File: src/design/raster_params.svh
`ifndef RASTER_PARAMS_SVH
`define RASTER_PARAMS_SVH

// Screen coordinate width, 6 bits gives a 64 by 64 screen
`define RASTER_SCREEN_BITS 6

// Vertex and color words carry three fields
`define RASTER_WORD_BITS 96

// One field of a word: x, y, z or red, green, blue
`define RASTER_FIELD_BITS 32

// Default depth of the vertex and color FIFOs
`define RASTER_FIFO_DEPTH 16

`endif

File: src/design/raster_pkg.sv
`include "raster_params.svh"

package raster_pkg;

  // Full vertex or color word
  // x (or red) in the top field, y (or green) in the middle, z (or blue) at the bottom
  typedef logic [`RASTER_WORD_BITS-1:0] word_t;

  // Single field of a word
  typedef logic [`RASTER_FIELD_BITS-1:0] field_t;

  // Unsigned screen coordinate, low bits of an x or y field
  typedef logic [`RASTER_SCREEN_BITS-1:0] coord_t;

  // Signed edge function value
  // Two signed differences multiplied, then one product minus another
  typedef logic signed [2*`RASTER_SCREEN_BITS+3:0] edge_t;

  // Assembler FSM
  typedef enum logic {
    ASM_COLLECT,
    ASM_HOLD
  } asm_state_t;

  // Rasterizer FSM
  typedef enum logic [1:0] {
    RAS_IDLE,
    RAS_SETUP,
    RAS_SCAN
  } ras_state_t;

endpackage

File: src/design/raster_top.sv
`include "raster_params.svh"

module raster_top (
  input  logic               clk,
  input  logic               rst,
  input  logic               vertex_wr_en,
  input  raster_pkg::word_t  vertex_wr_data,
  output logic               vertex_full,
  input  logic               color_wr_en,
  input  raster_pkg::word_t  color_wr_data,
  output logic               color_full,
  input  logic               pix_full,
  output logic               pix_wr_en,
  output raster_pkg::coord_t pix_x,
  output raster_pkg::coord_t pix_y,
  output raster_pkg::word_t  pix_color
);

  import raster_pkg::*;

  word_t  vertex_rd_data;
  word_t  color_rd_data;
  logic   vertex_empty;
  logic   color_empty;
  logic   rd_en;
  logic   tri_valid;
  logic   tri_ready;
  coord_t x0;
  coord_t y0;
  coord_t x1;
  coord_t y1;
  coord_t x2;
  coord_t y2;
  word_t  tri_color;

  //////////////////////////////
  // Input FIFOs
  //////////////////////////////

  sync_fifo #(
    .DEPTH(`RASTER_FIFO_DEPTH)
  ) vertex_fifo (
    .clk     (clk),
    .rst     (rst),
    .wr_en   (vertex_wr_en),
    .wr_data (vertex_wr_data),
    .rd_en   (rd_en),
    .rd_data (vertex_rd_data),
    .full    (vertex_full),
    .empty   (vertex_empty)
  );

  sync_fifo #(
    .DEPTH(`RASTER_FIFO_DEPTH)
  ) color_fifo (
    .clk     (clk),
    .rst     (rst),
    .wr_en   (color_wr_en),
    .wr_data (color_wr_data),
    .rd_en   (rd_en),
    .rd_data (color_rd_data),
    .full    (color_full),
    .empty   (color_empty)
  );

  //////////////////////////////
  // Assembly and scan
  //////////////////////////////

  triangle_assembler assembler_inst (
    .clk            (clk),
    .rst            (rst),
    .vertex_empty   (vertex_empty),
    .color_empty    (color_empty),
    .vertex_rd_data (vertex_rd_data),
    .color_rd_data  (color_rd_data),
    .rd_en          (rd_en),
    .tri_ready      (tri_ready),
    .tri_valid      (tri_valid),
    .x0             (x0),
    .y0             (y0),
    .x1             (x1),
    .y1             (y1),
    .x2             (x2),
    .y2             (y2),
    .tri_color      (tri_color)
  );

  triangle_rasterizer rasterizer_inst (
    .clk       (clk),
    .rst       (rst),
    .tri_valid (tri_valid),
    .tri_ready (tri_ready),
    .x0        (x0),
    .y0        (y0),
    .x1        (x1),
    .y1        (y1),
    .x2        (x2),
    .y2        (y2),
    .tri_color (tri_color),
    .pix_full  (pix_full),
    .pix_wr_en (pix_wr_en),
    .pix_x     (pix_x),
    .pix_y     (pix_y),
    .pix_color (pix_color)
  );

endmodule

File: src/design/sync_fifo.sv
`include "raster_params.svh"

module sync_fifo #(
  parameter int DEPTH = `RASTER_FIFO_DEPTH
) (
  input  logic              clk,
  input  logic              rst,
  input  logic              wr_en,
  input  raster_pkg::word_t wr_data,
  input  logic              rd_en,
  output raster_pkg::word_t rd_data,
  output logic              full,
  output logic              empty
);

  import raster_pkg::*;

  localparam int PTR_BITS = (DEPTH > 1) ? $clog2(DEPTH) : 1;
  localparam int CNT_BITS = $clog2(DEPTH + 1);

  word_t               mem [DEPTH];
  logic [PTR_BITS-1:0] wr_ptr;
  logic [PTR_BITS-1:0] rd_ptr;
  logic [CNT_BITS-1:0] count;
  logic                do_wr;
  logic                do_rd;

  // Accepted operations only
  assign do_wr = wr_en && !full;
  assign do_rd = rd_en && !empty;

  assign full  = (count == CNT_BITS'(DEPTH));
  assign empty = (count == '0);

  // Storage
  always_ff @(posedge clk)
  begin
    if (do_wr)
    begin
      mem[wr_ptr] <= wr_data;
    end
  end

  // Registered read port, data shows up one cycle after rd_en
  always_ff @(posedge clk)
  begin
    if (do_rd)
    begin
      rd_data <= mem[rd_ptr];
    end
  end

  // Pointers and fill level
  always_ff @(posedge clk)
  begin
    if (rst)
    begin
      wr_ptr <= '0;
      rd_ptr <= '0;
      count  <= '0;
    end
    else
    begin
      if (do_wr)
      begin
        wr_ptr <= (wr_ptr == PTR_BITS'(DEPTH - 1)) ? '0 : wr_ptr + 1'b1;
      end
      if (do_rd)
      begin
        rd_ptr <= (rd_ptr == PTR_BITS'(DEPTH - 1)) ? '0 : rd_ptr + 1'b1;
      end
      case ({do_wr, do_rd})
        2'b10:   count <= count + 1'b1;
        2'b01:   count <= count - 1'b1;
        default: count <= count;
      endcase
    end
  end

endmodule

File: src/design/triangle_assembler.sv
`include "raster_params.svh"

module triangle_assembler (
  input  logic               clk,
  input  logic               rst,
  input  logic               vertex_empty,
  input  logic               color_empty,
  input  raster_pkg::word_t  vertex_rd_data,
  input  raster_pkg::word_t  color_rd_data,
  output logic               rd_en,
  input  logic               tri_ready,
  output logic               tri_valid,
  output raster_pkg::coord_t x0,
  output raster_pkg::coord_t y0,
  output raster_pkg::coord_t x1,
  output raster_pkg::coord_t y1,
  output raster_pkg::coord_t x2,
  output raster_pkg::coord_t y2,
  output raster_pkg::word_t  tri_color
);

  import raster_pkg::*;

  asm_state_t state;
  logic [1:0] slot;
  logic       pending;
  field_t     field_x;
  field_t     field_y;
  coord_t     cur_x;
  coord_t     cur_y;

  // Vertex fields, z is not used
  assign field_x = vertex_rd_data[2*`RASTER_FIELD_BITS +: `RASTER_FIELD_BITS];
  assign field_y = vertex_rd_data[`RASTER_FIELD_BITS +: `RASTER_FIELD_BITS];
  assign cur_x   = field_x[`RASTER_SCREEN_BITS-1:0];
  assign cur_y   = field_y[`RASTER_SCREEN_BITS-1:0];

  // Pop both FIFOs together, one pair outstanding at a time
  assign rd_en = (state == ASM_COLLECT) && !pending && !vertex_empty && !color_empty;

  assign tri_valid = (state == ASM_HOLD);

  always_ff @(posedge clk)
  begin
    if (rst)
    begin
      state   <= ASM_COLLECT;
      slot    <= 2'd0;
      pending <= 1'b0;
    end
    else
    begin
      pending <= rd_en;
      case (state)
        ASM_COLLECT:
        begin
          if (pending)
          begin
            if (slot == 2'd2)
            begin
              state <= ASM_HOLD;
              slot  <= 2'd0;
            end
            else
            begin
              slot <= slot + 2'd1;
            end
          end
        end
        ASM_HOLD:
        begin
          // Next triangle starts right after the handoff
          if (tri_ready)
          begin
            state <= ASM_COLLECT;
          end
        end
        default: state <= ASM_COLLECT;
      endcase
    end
  end

  // Capture returned words into the vertex slot
  always_ff @(posedge clk)
  begin
    if (pending)
    begin
      case (slot)
        2'd0:
        begin
          x0        <= cur_x;
          y0        <= cur_y;
          // Flat shading, first color wins
          tri_color <= color_rd_data;
        end
        2'd1:
        begin
          x1 <= cur_x;
          y1 <= cur_y;
        end
        default:
        begin
          x2 <= cur_x;
          y2 <= cur_y;
        end
      endcase
    end
  end

endmodule

File: src/design/triangle_rasterizer.sv
module triangle_rasterizer (
  input  logic               clk,
  input  logic               rst,
  input  logic               tri_valid,
  output logic               tri_ready,
  input  raster_pkg::coord_t x0,
  input  raster_pkg::coord_t y0,
  input  raster_pkg::coord_t x1,
  input  raster_pkg::coord_t y1,
  input  raster_pkg::coord_t x2,
  input  raster_pkg::coord_t y2,
  input  raster_pkg::word_t  tri_color,
  input  logic               pix_full,
  output logic               pix_wr_en,
  output raster_pkg::coord_t pix_x,
  output raster_pkg::coord_t pix_y,
  output raster_pkg::word_t  pix_color
);

  import raster_pkg::*;

  ras_state_t state;

  // Latched triangle
  coord_t vx0;
  coord_t vy0;
  coord_t vx1;
  coord_t vy1;
  coord_t vx2;
  coord_t vy2;
  word_t  color_q;

  // Box limits and scan position
  coord_t min_x;
  coord_t max_x;
  coord_t max_y;
  coord_t px;
  coord_t py;

  edge_t  area;
  edge_t  e0;
  edge_t  e1;
  edge_t  e2;
  logic   covered;
  logic   last_pixel;

  //////////////////////////////
  // Helpers
  //////////////////////////////

  // Edge from a to b, tested at point c
  function automatic edge_t edge_fn(input coord_t ax, input coord_t ay,
                                    input coord_t bx, input coord_t by,
                                    input coord_t cx, input coord_t cy);
    edge_t dx_ab;
    edge_t dy_ab;
    edge_t dx_ac;
    edge_t dy_ac;
    dx_ab = edge_t'(bx) - edge_t'(ax);
    dy_ab = edge_t'(by) - edge_t'(ay);
    dx_ac = edge_t'(cx) - edge_t'(ax);
    dy_ac = edge_t'(cy) - edge_t'(ay);
    return dx_ab * dy_ac - dy_ab * dx_ac;
  endfunction

  function automatic coord_t min3(input coord_t a, input coord_t b, input coord_t c);
    coord_t m;
    m = (a < b) ? a : b;
    return (c < m) ? c : m;
  endfunction

  function automatic coord_t max3(input coord_t a, input coord_t b, input coord_t c);
    coord_t m;
    m = (a > b) ? a : b;
    return (c > m) ? c : m;
  endfunction

  //////////////////////////////
  // Coverage
  //////////////////////////////

  // Twice the signed area, zero means a degenerate triangle
  assign area = edge_fn(vx0, vy0, vx1, vy1, vx2, vy2);

  assign e0 = edge_fn(vx0, vy0, vx1, vy1, px, py);
  assign e1 = edge_fn(vx1, vy1, vx2, vy2, px, py);
  assign e2 = edge_fn(vx2, vy2, vx0, vy0, px, py);

  // Either winding is accepted
  assign covered = ((e0 >= 0) && (e1 >= 0) && (e2 >= 0)) ||
                   ((e0 <= 0) && (e1 <= 0) && (e2 <= 0));

  assign last_pixel = (px == max_x) && (py == max_y);

  //////////////////////////////
  // Outputs
  //////////////////////////////

  assign tri_ready = (state == RAS_IDLE);
  assign pix_wr_en = (state == RAS_SCAN) && covered && !pix_full;
  assign pix_x     = px;
  assign pix_y     = py;
  assign pix_color = color_q;

  //////////////////////////////
  // FSM
  //////////////////////////////

  always_ff @(posedge clk)
  begin
    if (rst)
    begin
      state <= RAS_IDLE;
    end
    else
    begin
      case (state)
        RAS_IDLE:
        begin
          if (tri_valid)
          begin
            state <= RAS_SETUP;
          end
        end
        RAS_SETUP:
        begin
          state <= (area == 0) ? RAS_IDLE : RAS_SCAN;
        end
        RAS_SCAN:
        begin
          if (!pix_full && last_pixel)
          begin
            state <= RAS_IDLE;
          end
        end
        default: state <= RAS_IDLE;
      endcase
    end
  end

  // Triangle latch, box setup and scan stepping
  always_ff @(posedge clk)
  begin
    case (state)
      RAS_IDLE:
      begin
        if (tri_valid)
        begin
          vx0     <= x0;
          vy0     <= y0;
          vx1     <= x1;
          vy1     <= y1;
          vx2     <= x2;
          vy2     <= y2;
          color_q <= tri_color;
        end
      end
      RAS_SETUP:
      begin
        min_x <= min3(vx0, vx1, vx2);
        max_x <= max3(vx0, vx1, vx2);
        max_y <= max3(vy0, vy1, vy2);
        px    <= min3(vx0, vx1, vx2);
        py    <= min3(vy0, vy1, vy2);
      end
      RAS_SCAN:
      begin
        // Position frozen while the framebuffer is full
        if (!pix_full)
        begin
          if (px == max_x)
          begin
            px <= min_x;
            py <= py + 1'b1;
          end
          else
          begin
            px <= px + 1'b1;
          end
        end
      end
      default:
      begin
        px <= px;
      end
    endcase
  end

endmodule

File: config.mk
export PLATFORM = sky130hd
export DESIGN_NAME = raster_top
export DESIGN_NICKNAME = d
export VERILOG_FILES = /design/src/design/raster_pkg.sv /design/src/design/raster_top.sv /design/src/design/sync_fifo.sv /design/src/design/triangle_assembler.sv /design/src/design/triangle_rasterizer.sv
export VERILOG_INCLUDE_DIRS = /design/src /design/src/design
export SDC_FILE = /design/constraint.sdc
export NUM_CORES = 2
export LEC_CHECK = 0
export ABC_AREA = 1
export BUFFER_PORTS_ARGS = -buffer_cell sky130_fd_sc_hd__buf_2
export CAP_MARGIN = 30
export CORE_AREA = 5 5 440 442
export DETAILED_ROUTE_END_ITERATION = 8
export DIE_AREA = 0 0 445 447
export PLACE_DENSITY = 0.72
export SETUP_SLACK_MARGIN = 0.02
export SYNTH_ARGS = -nofsm -noshare
export SYNTH_HDL_FRONTEND = slang
export SYNTH_SLANG_ARGS = --single-unit
File: constraint.sdc
create_clock -name clk -period 13.85 [get_ports clk]
set_input_delay 2.77 -clock clk [delete_from_list [all_inputs] [get_ports clk]]
set_output_delay 2.77 -clock clk [all_outputs]
set_load 0.01 [all_outputs]
# Word level (Yosys, flattened, before mapping)
# Memory sizes are Yosys's and may differ from the RTL's. A register that Yosys moved wholly into a read port is not among the register bits.
# Index checks and enable logic that the tools add are counted.
# totals
out_inout_bits,111
memories,2
ff_bits,326
word_cells,176
inputBits,197
ram_bits,3072
# memory_table
memory,depth,width,rd,rd_clocked_by_memory_dff,write_ports,line,rtl
color_fifo.mem,16,96,1,1,1,sync_fifo.sv:21,word_t mem [DEPTH];
vertex_fifo.mem,16,96,1,1,1,sync_fifo.sv:21,
# op_classes
n_bitwise,2
add_sub_neg,29
multipliers,8
reduce_logical,39
n_mux,33
order_cmp,14
n_eq_ne,20
# ops
cell,count
6-bit by 6-bit subtractor with 7-bit output,14
16-bit by 16-bit multiplier with 16-bit output,6
6-bit 2-to-1 mux,12
16-bit subtractor,4
16-bit by 1-bit >= comparator with 1-bit output (second input constant),3
16-bit by 1-bit less-or-equal comparator with 1-bit output (second input constant),3
32-bit logical NOT,1
7-bit by 7-bit multiplier with 14-bit output,2
6-bit > comparator,4
6-bit less-than comparator,4
6-bit one-hot mux with 2 select lines,2
5-bit one-hot mux with 2 select lines,2
4-bit by 1-bit adder with 4-bit output (second input constant),4
4-bit equality test (second input constant),4
4-bit 2-to-1 mux,4
1-bit logical AND,15
2-bit AND reduction,7
6-bit by 1-bit adder with 6-bit output (second input constant),2
6-bit equality test,2
5-bit by 1-bit adder with 5-bit output (second input constant),2
5-bit equality test (second input constant),2
5-bit logical NOT,2
5-bit by 1-bit subtractor with 5-bit output (second input constant),2
2-bit by 1-bit equality test with 1-bit output (second input constant),4
other kinds (15),38

# Logic depth before layout (Yosys ltp)
# logic_depth
word_depth,9
ltp_mapped,49
ltp_nobuf,49

# Hierarchy
# A second synthesis with hierarchy kept.
# hier_totals
cells_unflattened,16014
area_unflattened_um2,168135.0
# modules_own_cells
mod,instances,area_per_inst_um2,seq_area_each_um2,cells_each
sync_fifo,2,68567.0,49267.3,6407
triangle_rasterizer,1,26843.2,4904.7,3036
triangle_assembler,1,4157.7,4043.9,164

# Worst setup path before layout
# OpenSTA, ideal clock, no wires.
# synth_path
kind,reg2out
startpoint,reg rasterizer_inst.vx1[0]
endpoint,out pix_wr_en
path_stages_with_launch,47
t_arrival_ns,8.720
path_slack_ns,2.360
t_required_ns,11.080
n_path_buf,0
path_cell_list,edfxtp_1 inv_1 ha_1 inv_1 fa_1 nand2_1 inv_1 a21oi_1 or2_1 nand2_1 a21oi_4 inv_2 nor2_1 inv_1 fa_1 fa_1 fa_1 fa_1 (+11 left out) xor2_1 fa_1 fa_1 fa_1 fa_1 inv_1 ha_1 a21oi_1 o21ai_0 a21oi_1 nand3_1 nand2_1 nand2_1 nor2_1 nand3_1 nand2_1 nand3_1 a21oi_1
# synth_between
elab_chain_len,9
word_cells_on_any_way,19
classes_between,add/sub (5); mul (3); order compare (4); reduce/logical (7)
# synth_rtl
element,line,rtl
from (decl),triangle_rasterizer.sv:27,coord_t vx1;
from (signal assigned),triangle_rasterizer.sv:151,vx1 <= x1;
6-bit by 6-bit subtractor with 7-bit output (on tied branches),"triangle_rasterizer.sv:59, triangle_rasterizer.sv:61",
16-bit by 16-bit multiplier with 16-bit output or 7-bit by 7-bit multiplier with 14-bit output (tied branches),triangle_rasterizer.sv:63,return dx_ab * dy_ac - dy_ab * dx_ac;
16-bit subtractor,triangle_rasterizer.sv:63,
16-bit by 1-bit >= comparator with 1-bit output or 16-bit by 1-bit less-or-equal comparator with 1-bit output (tied branches),"triangle_rasterizer.sv:90, triangle_rasterizer.sv:91",
1-bit logical AND (on tied branches) (2 in series),"triangle_rasterizer.sv:90, triangle_rasterizer.sv:91",
1-bit logical OR *,triangle_rasterizer.sv:90,assign covered = ((e0 >= 0) && (e1 >= 0) && (e2 >= 0)) ||
1-bit logical AND * (2 in series),triangle_rasterizer.sv:100,assign pix_wr_en = (state == RAS_SCAN) && covered && !pix_full;
to (decl),raster_top.sv:13,"output logic pix_wr_en,"
# Every way passes the cells marked *; elsewhere a longest branch is shown, timed or not.

# Worst setup path after layout
# layout_path
startpoint,reg rasterizer_inst.vy0[2]
endpoint,out pix_wr_en
# layout_between
elab_chain_len,9
word_cells_on_any_way,19
classes_between,add/sub (5); mul (3); order compare (4); reduce/logical (7)
# layout_rtl
element,line,rtl
from (decl),triangle_rasterizer.sv:26,coord_t vy0;
from (signal assigned),triangle_rasterizer.sv:150,vy0 <= y0;
6-bit by 6-bit subtractor with 7-bit output (on tied branches),"triangle_rasterizer.sv:60, triangle_rasterizer.sv:62",
16-bit by 16-bit multiplier with 16-bit output or 7-bit by 7-bit multiplier with 14-bit output (tied branches),triangle_rasterizer.sv:63,
16-bit subtractor,triangle_rasterizer.sv:63,
16-bit by 1-bit >= comparator with 1-bit output or 16-bit by 1-bit less-or-equal comparator with 1-bit output (tied branches),"triangle_rasterizer.sv:90, triangle_rasterizer.sv:91",
1-bit logical AND (on tied branches) (2 in series),"triangle_rasterizer.sv:90, triangle_rasterizer.sv:91",
1-bit logical OR *,triangle_rasterizer.sv:90,
1-bit logical AND * (2 in series),triangle_rasterizer.sv:100,
# Marked as above.

==> run_summary.xml <==
<?xml version="1.0" encoding="UTF-8"?>
<metrics>
  <group name="status">
    <metric name="outcome" unit="">complete, no violations</metric>
  </group>
  <group name="critical_path">
    <metric name="cp_data_required_time" unit="ps">11080</metric>
    <metric name="worst_setup_path_end_kind" unit="">output pin</metric>
    <metric name="timing.rr.end" unit="">rasterizer_inst.state[1]$_SDFFE_PP0P_</metric>
    <metric name="criticalPathCategory" unit="">flip-flop to output pin</metric>
    <metric name="worstPathMaxFanout" unit="">6</metric>
    <metric name="critPathMaxStageDelay" unit="ps">540</metric>
    <metric name="timing.critical_path.slowest_stage_cell" unit="">sky130_fd_sc_hd__fa_1</metric>
    <metric name="worstRegToRegCells" unit="">40</metric>
    <metric name="critPathArrivalTime" unit="ps">10370</metric>
    <metric name="crit_path_frequent_cell" unit="">sky130_fd_sc_hd__nand2_1</metric>
    <metric name="critical_path.reg2reg.startpoint" unit="">rasterizer_inst.vy2[2]$_DFFE_PP_</metric>
    <metric name="timing.critical_path.from_type" unit="">flip-flop</metric>
    <metric name="flop_to_flop_setup_slack" unit="ps">4170</metric>
  </group>
  <group name="yosys">
    <metric name="yosys.area.top_type" unit="">sky130_fd_sc_hd__edfxtp_1</metric>
    <metric name="syn-num-nets" unit="">9105</metric>
    <metric name="synth-async-reset-ratio" unit="">0</metric>
    <metric name="synth-seq-area-share" unit="">0.626</metric>
    <metric name="synthTopCellsByArea" unit="">sky130_fd_sc_hd__edfxtp_1, sky130_fd_sc_hd__fa_1, sky130_fd_sc_hd__nor2_1</metric>
    <metric name="synth_common_cells" unit="">sky130_fd_sc_hd__edfxtp_1, sky130_fd_sc_hd__nor2_1, sky130_fd_sc_hd__inv_1</metric>
    <metric name="post_synth_num_cell_types" unit="">56</metric>
    <metric name="synth_largest_type_area_fraction" unit="">0.620</metric>
    <metric name="ys.warnings.count" unit="">0</metric>
    <metric name="post_synthesis_instance_area" unit="mm^2">0.103</metric>
    <metric name="synthesized_netlist_cell_count" unit="">8111</metric>
    <metric name="post_synth_edffs" unit="">2130</metric>
    <metric name="synth_most_common_cell" unit="">sky130_fd_sc_hd__edfxtp_1</metric>
    <metric name="synth_area_per_cell" unit="um^2">12.7</metric>
    <metric name="synth-seq-cells" unit="">2162</metric>
    <metric name="yosys_most_used_dff" unit="">sky130_fd_sc_hd__edfxtp_1</metric>
  </group>
  <group name="timing">
    <metric name="finalHoldViolations" unit="">0</metric>
    <metric name="fmax" unit="MHz">76.1</metric>
    <metric name="final-max-slew-violation-count" unit="">0</metric>
    <metric name="final.setup.tns" unit="ps">0</metric>
    <metric name="worst_slew_pin_slew" unit="ps">1280</metric>
    <metric name="final_period_minus_worst_setup_slack" unit="ps">13140</metric>
    <metric name="finalSetupViolations" unit="">0</metric>
    <metric name="grt_setup_unrepaired" unit="">false</metric>
    <metric name="worst_clock_skew" unit="ps">36.8</metric>
    <metric name="min_period_over_period" unit="">0.949</metric>
    <metric name="max-slew-margin-rel" unit="">0.150</metric>
  </group>
  <group name="worst_hold_path">
    <metric name="holdCritPathClass" unit="">flip-flop to flip-flop</metric>
    <metric name="number_of_stages_on_the_worst_hold_path" unit="">0</metric>
    <metric name="timing.hold.worst.start" unit="">color_fifo.rd_data[15]$_DFFE_PP_</metric>
    <metric name="endpoint_worst_hold" unit="">assembler_inst.tri_color[15]$_DFFE_PP_</metric>
  </group>
  <group name="die">
    <metric name="die_h" unit="um">447</metric>
    <metric name="die_w" unit="um">445</metric>
    <metric name="initial_utilization" unit="">0.545</metric>
    <metric name="count_of_standard_cell_rows" unit="">160</metric>
    <metric name="pin_count" unit="">308</metric>
    <metric name="dieArea" unit="mm^2">0.199</metric>
    <metric name="placeableCoreArea" unit="mm^2">0.189</metric>
  </group>
  <group name="placed_design">
    <metric name="gp_congestion" unit="">0.905</metric>
    <metric name="placed_wire_length_estimate" unit="um">148000</metric>
    <metric name="placement.io_buffers" unit="">223</metric>
  </group>
  <group name="global_routing">
    <metric name="grt_max_degree" unit="">222</metric>
    <metric name="grt_remaining_overflow" unit="">0</metric>
    <metric name="grt_antenna_before_repair" unit="">53</metric>
    <metric name="wire_length_of_the_first_global_routing_pass" unit="um">375000</metric>
    <metric name="grt_pass1_vias" unit="">63400</metric>
    <metric name="grt.total_usage" unit="">0.247</metric>
  </group>
  <group name="route">
    <metric name="avgViaCountPerCell" unit="">5.83</metric>
    <metric name="detail_route.wl_per_cell" unit="um">22.4</metric>
    <metric name="drt_first_pass_iters" unit="">6</metric>
    <metric name="ant_nets" unit="">0</metric>
    <metric name="via_count" unit="">64200</metric>
    <metric name="drc_violation_total_after_the_first_tritonroute_iteration" unit="">6575</metric>
    <metric name="routed_wirelength" unit="um">247000</metric>
    <metric name="drc_violations" unit="">0</metric>
  </group>
  <group name="final_layout">
    <metric name="layout-drive-gt1-share" unit="">0.0873</metric>
    <metric name="area.growth.synth_to_final" unit="%">10.7</metric>
    <metric name="fin_nets" unit="">9305</metric>
    <metric name="fillerInstances" unit="">14300</metric>
  </group>
  <group name="clock_tree">
    <metric name="cts_sinks" unit="">2162</metric>
    <metric name="htreeDepth" unit="">4</metric>
    <metric name="ctsHoldBuffers" unit="">0</metric>
    <metric name="clk_latency" unit="ps">840</metric>
    <metric name="tritoncts" unit="">yes</metric>
    <metric name="clk_pin_slew" unit="ps">60</metric>
    <metric name="buffer_depth_of_the_longest_clock_path" unit="">3</metric>
    <metric name="cts_root_buffer" unit="">sky130_fd_sc_hd__clkbuf_16</metric>
    <metric name="tritoncts.num_buffers" unit="">207</metric>
  </group>
  <group name="run">
    <metric name="max_cap_viol_count" unit="">0</metric>
  </group>
</metrics>
[per-stage QoR]
step / util / cells / setup slack [ps] / hold WS (ps) / cell area [um^2]
floorplan: - / 8111 / 2360 / 400 / 103000
global placement: 0.564 / 10600 / 942 / 401 / 107000
detailed placement: 0.565 / 10600 / 922 / 405 / 107000
CTS: 0.601 / 11000 / 85.3 / 407 / 114000
global route: 0.604 / 11000 / 28.9 / 414 / 114000
finish: 0.604 / 11000 / 707 / 399 / 114000
[critical path, delay by kind of cell (launching register included)]
kind            cells  cell delay, ps
compound gates      7            1140
simple gates       21            2000
buf+inv             5             470
xor+xnor            2             540
fa+ha+maj          11            4910
flops               1             470
[layer usage]
layer	vias to the layer above	GRT usage	wire, um
li1	29200	-	-
met5	-	0	34
met3	489	0.0343	18200
met4	6	0.112	11000
met1	32000	0.331	98500
met2	2594	0.406	119000
[worst max path at each step]
stage | startpoint | endpoint | slack (ps) | depth (start not counted)
after CTS | rasterizer_inst.vx1[0]$_DFFE_PP_ | pix_wr_en | 90 | 47
after global routing | rasterizer_inst.pix_y[2]$_DFFE_PP_ | pix_wr_en | 30 | 45
final | rasterizer_inst.vy0[2]$_DFFE_PP_ | pix_wr_en | 710 | 46
after floorplan | rasterizer_inst.vx1[0]$_DFFE_PP_ | pix_wr_en | 2360 | 46
after global placement | rasterizer_inst.vx1[0]$_DFFE_PP_ | pix_wr_en | 940 | 47
after detailed placement | rasterizer_inst.vx1[0]$_DFFE_PP_ | pix_wr_en | 920 | 47
[repair_timing]
item	in CTS	in global routing
endpoints found under the setup margin	1	1
pin swaps	1	8
setup buffers	1	10
resized for setup	0	23
[area by class of cell]
| type | instances | area (um^2) | area share |
|---|---|---|---|
| flip-flops and latches | 2162 | 64600 | 0.566 |
| multi-input cells | 4855 | 34500 | 0.302 |
| clock buffers | 240 | 5370 | 0.0470 |
| well taps | 2511 | 3140 | 0.0275 |
| inverters | 743 | 2820 | 0.0247 |
| repair buffers | 342 | 2310 | 0.0202 |
| clock inverters | 143 | 1400 | 0.0123 |
| diodes | 32 | 80.1 | 0.000701 |
[flip-flops by register name (all words and copies together), names as in the netlist, 12 cells and up]
signal                     flops
vertex_fifo.rd_data           12
vertex_fifo.mem              192
color_fifo.mem              1536
rasterizer_inst.pix_color     96
assembler_inst.tri_color      96
color_fifo.rd_data            96
[logic make-up after synthesis]
group / synth area share
and+or+nand+nor: 0.0988
DFF: 0.626
adders and majority gates: 0.128
xor gates and xnor gates: 0.0107
AOI/OAI and AO/OA: 0.0772
buffers and inverters: 0.0418
muxes: 0.0171
[cells in the final DEF, fill, tap and decap left out, types with 8 or more instances in the layout]
| cell type | n |
|---|---|
| sky130_fd_sc_hd__diode_2 | 32 |
| sky130_fd_sc_hd__o21ai_1 | 37 |
| sky130_fd_sc_hd__or2_2 | 18 |
| sky130_fd_sc_hd__mux2i_1 | 176 |
| sky130_fd_sc_hd__nor2_1 | 1431 |
| sky130_fd_sc_hd__bufinv_16 | 23 |
| sky130_fd_sc_hd__o211ai_1 | 42 |
| sky130_fd_sc_hd__xor2_1 | 68 |
| sky130_fd_sc_hd__nand3_1 | 303 |
| sky130_fd_sc_hd__clkbuf_1 | 30 |
| sky130_fd_sc_hd__clkbuf_16 | 210 |
| sky130_fd_sc_hd__clkinvlp_4 | 9 |
| sky130_fd_sc_hd__nor2_4 | 18 |
| sky130_fd_sc_hd__nand4_1 | 22 |
| sky130_fd_sc_hd__inv_6 | 9 |
| sky130_fd_sc_hd__o221ai_1 | 176 |
| sky130_fd_sc_hd__xnor2_1 | 48 |
| sky130_fd_sc_hd__inv_2 | 17 |
| sky130_fd_sc_hd__a21oi_1 | 153 |
| sky130_fd_sc_hd__clkinv_1 | 61 |
| sky130_fd_sc_hd__fa_1 | 430 |
| sky130_fd_sc_hd__edfxtp_1 | 2130 |
| sky130_fd_sc_hd__nand2_1 | 696 |
| sky130_fd_sc_hd__nand3b_1 | 9 |
| sky130_fd_sc_hd__dfxtp_1 | 27 |
| sky130_fd_sc_hd__buf_16 | 13 |
| sky130_fd_sc_hd__buf_4 | 99 |
| sky130_fd_sc_hd__inv_1 | 717 |
| sky130_fd_sc_hd__ha_1 | 364 |
| sky130_fd_sc_hd__o21ai_0 | 494 |
| sky130_fd_sc_hd__o32ai_1 | 256 |
| sky130_fd_sc_hd__buf_2 | 225 |
| sky130_fd_sc_hd__a21oi_2 | 8 |
| sky130_fd_sc_hd__o21bai_1 | 12 |
| sky130_fd_sc_hd__and2_1 | 15 |
| sky130_fd_sc_hd__clkinv_2 | 34 |
Power is left out: the tool's default activity adds up to more than one toggle a clock period on the data nets, which glitch-free logic cannot reach.
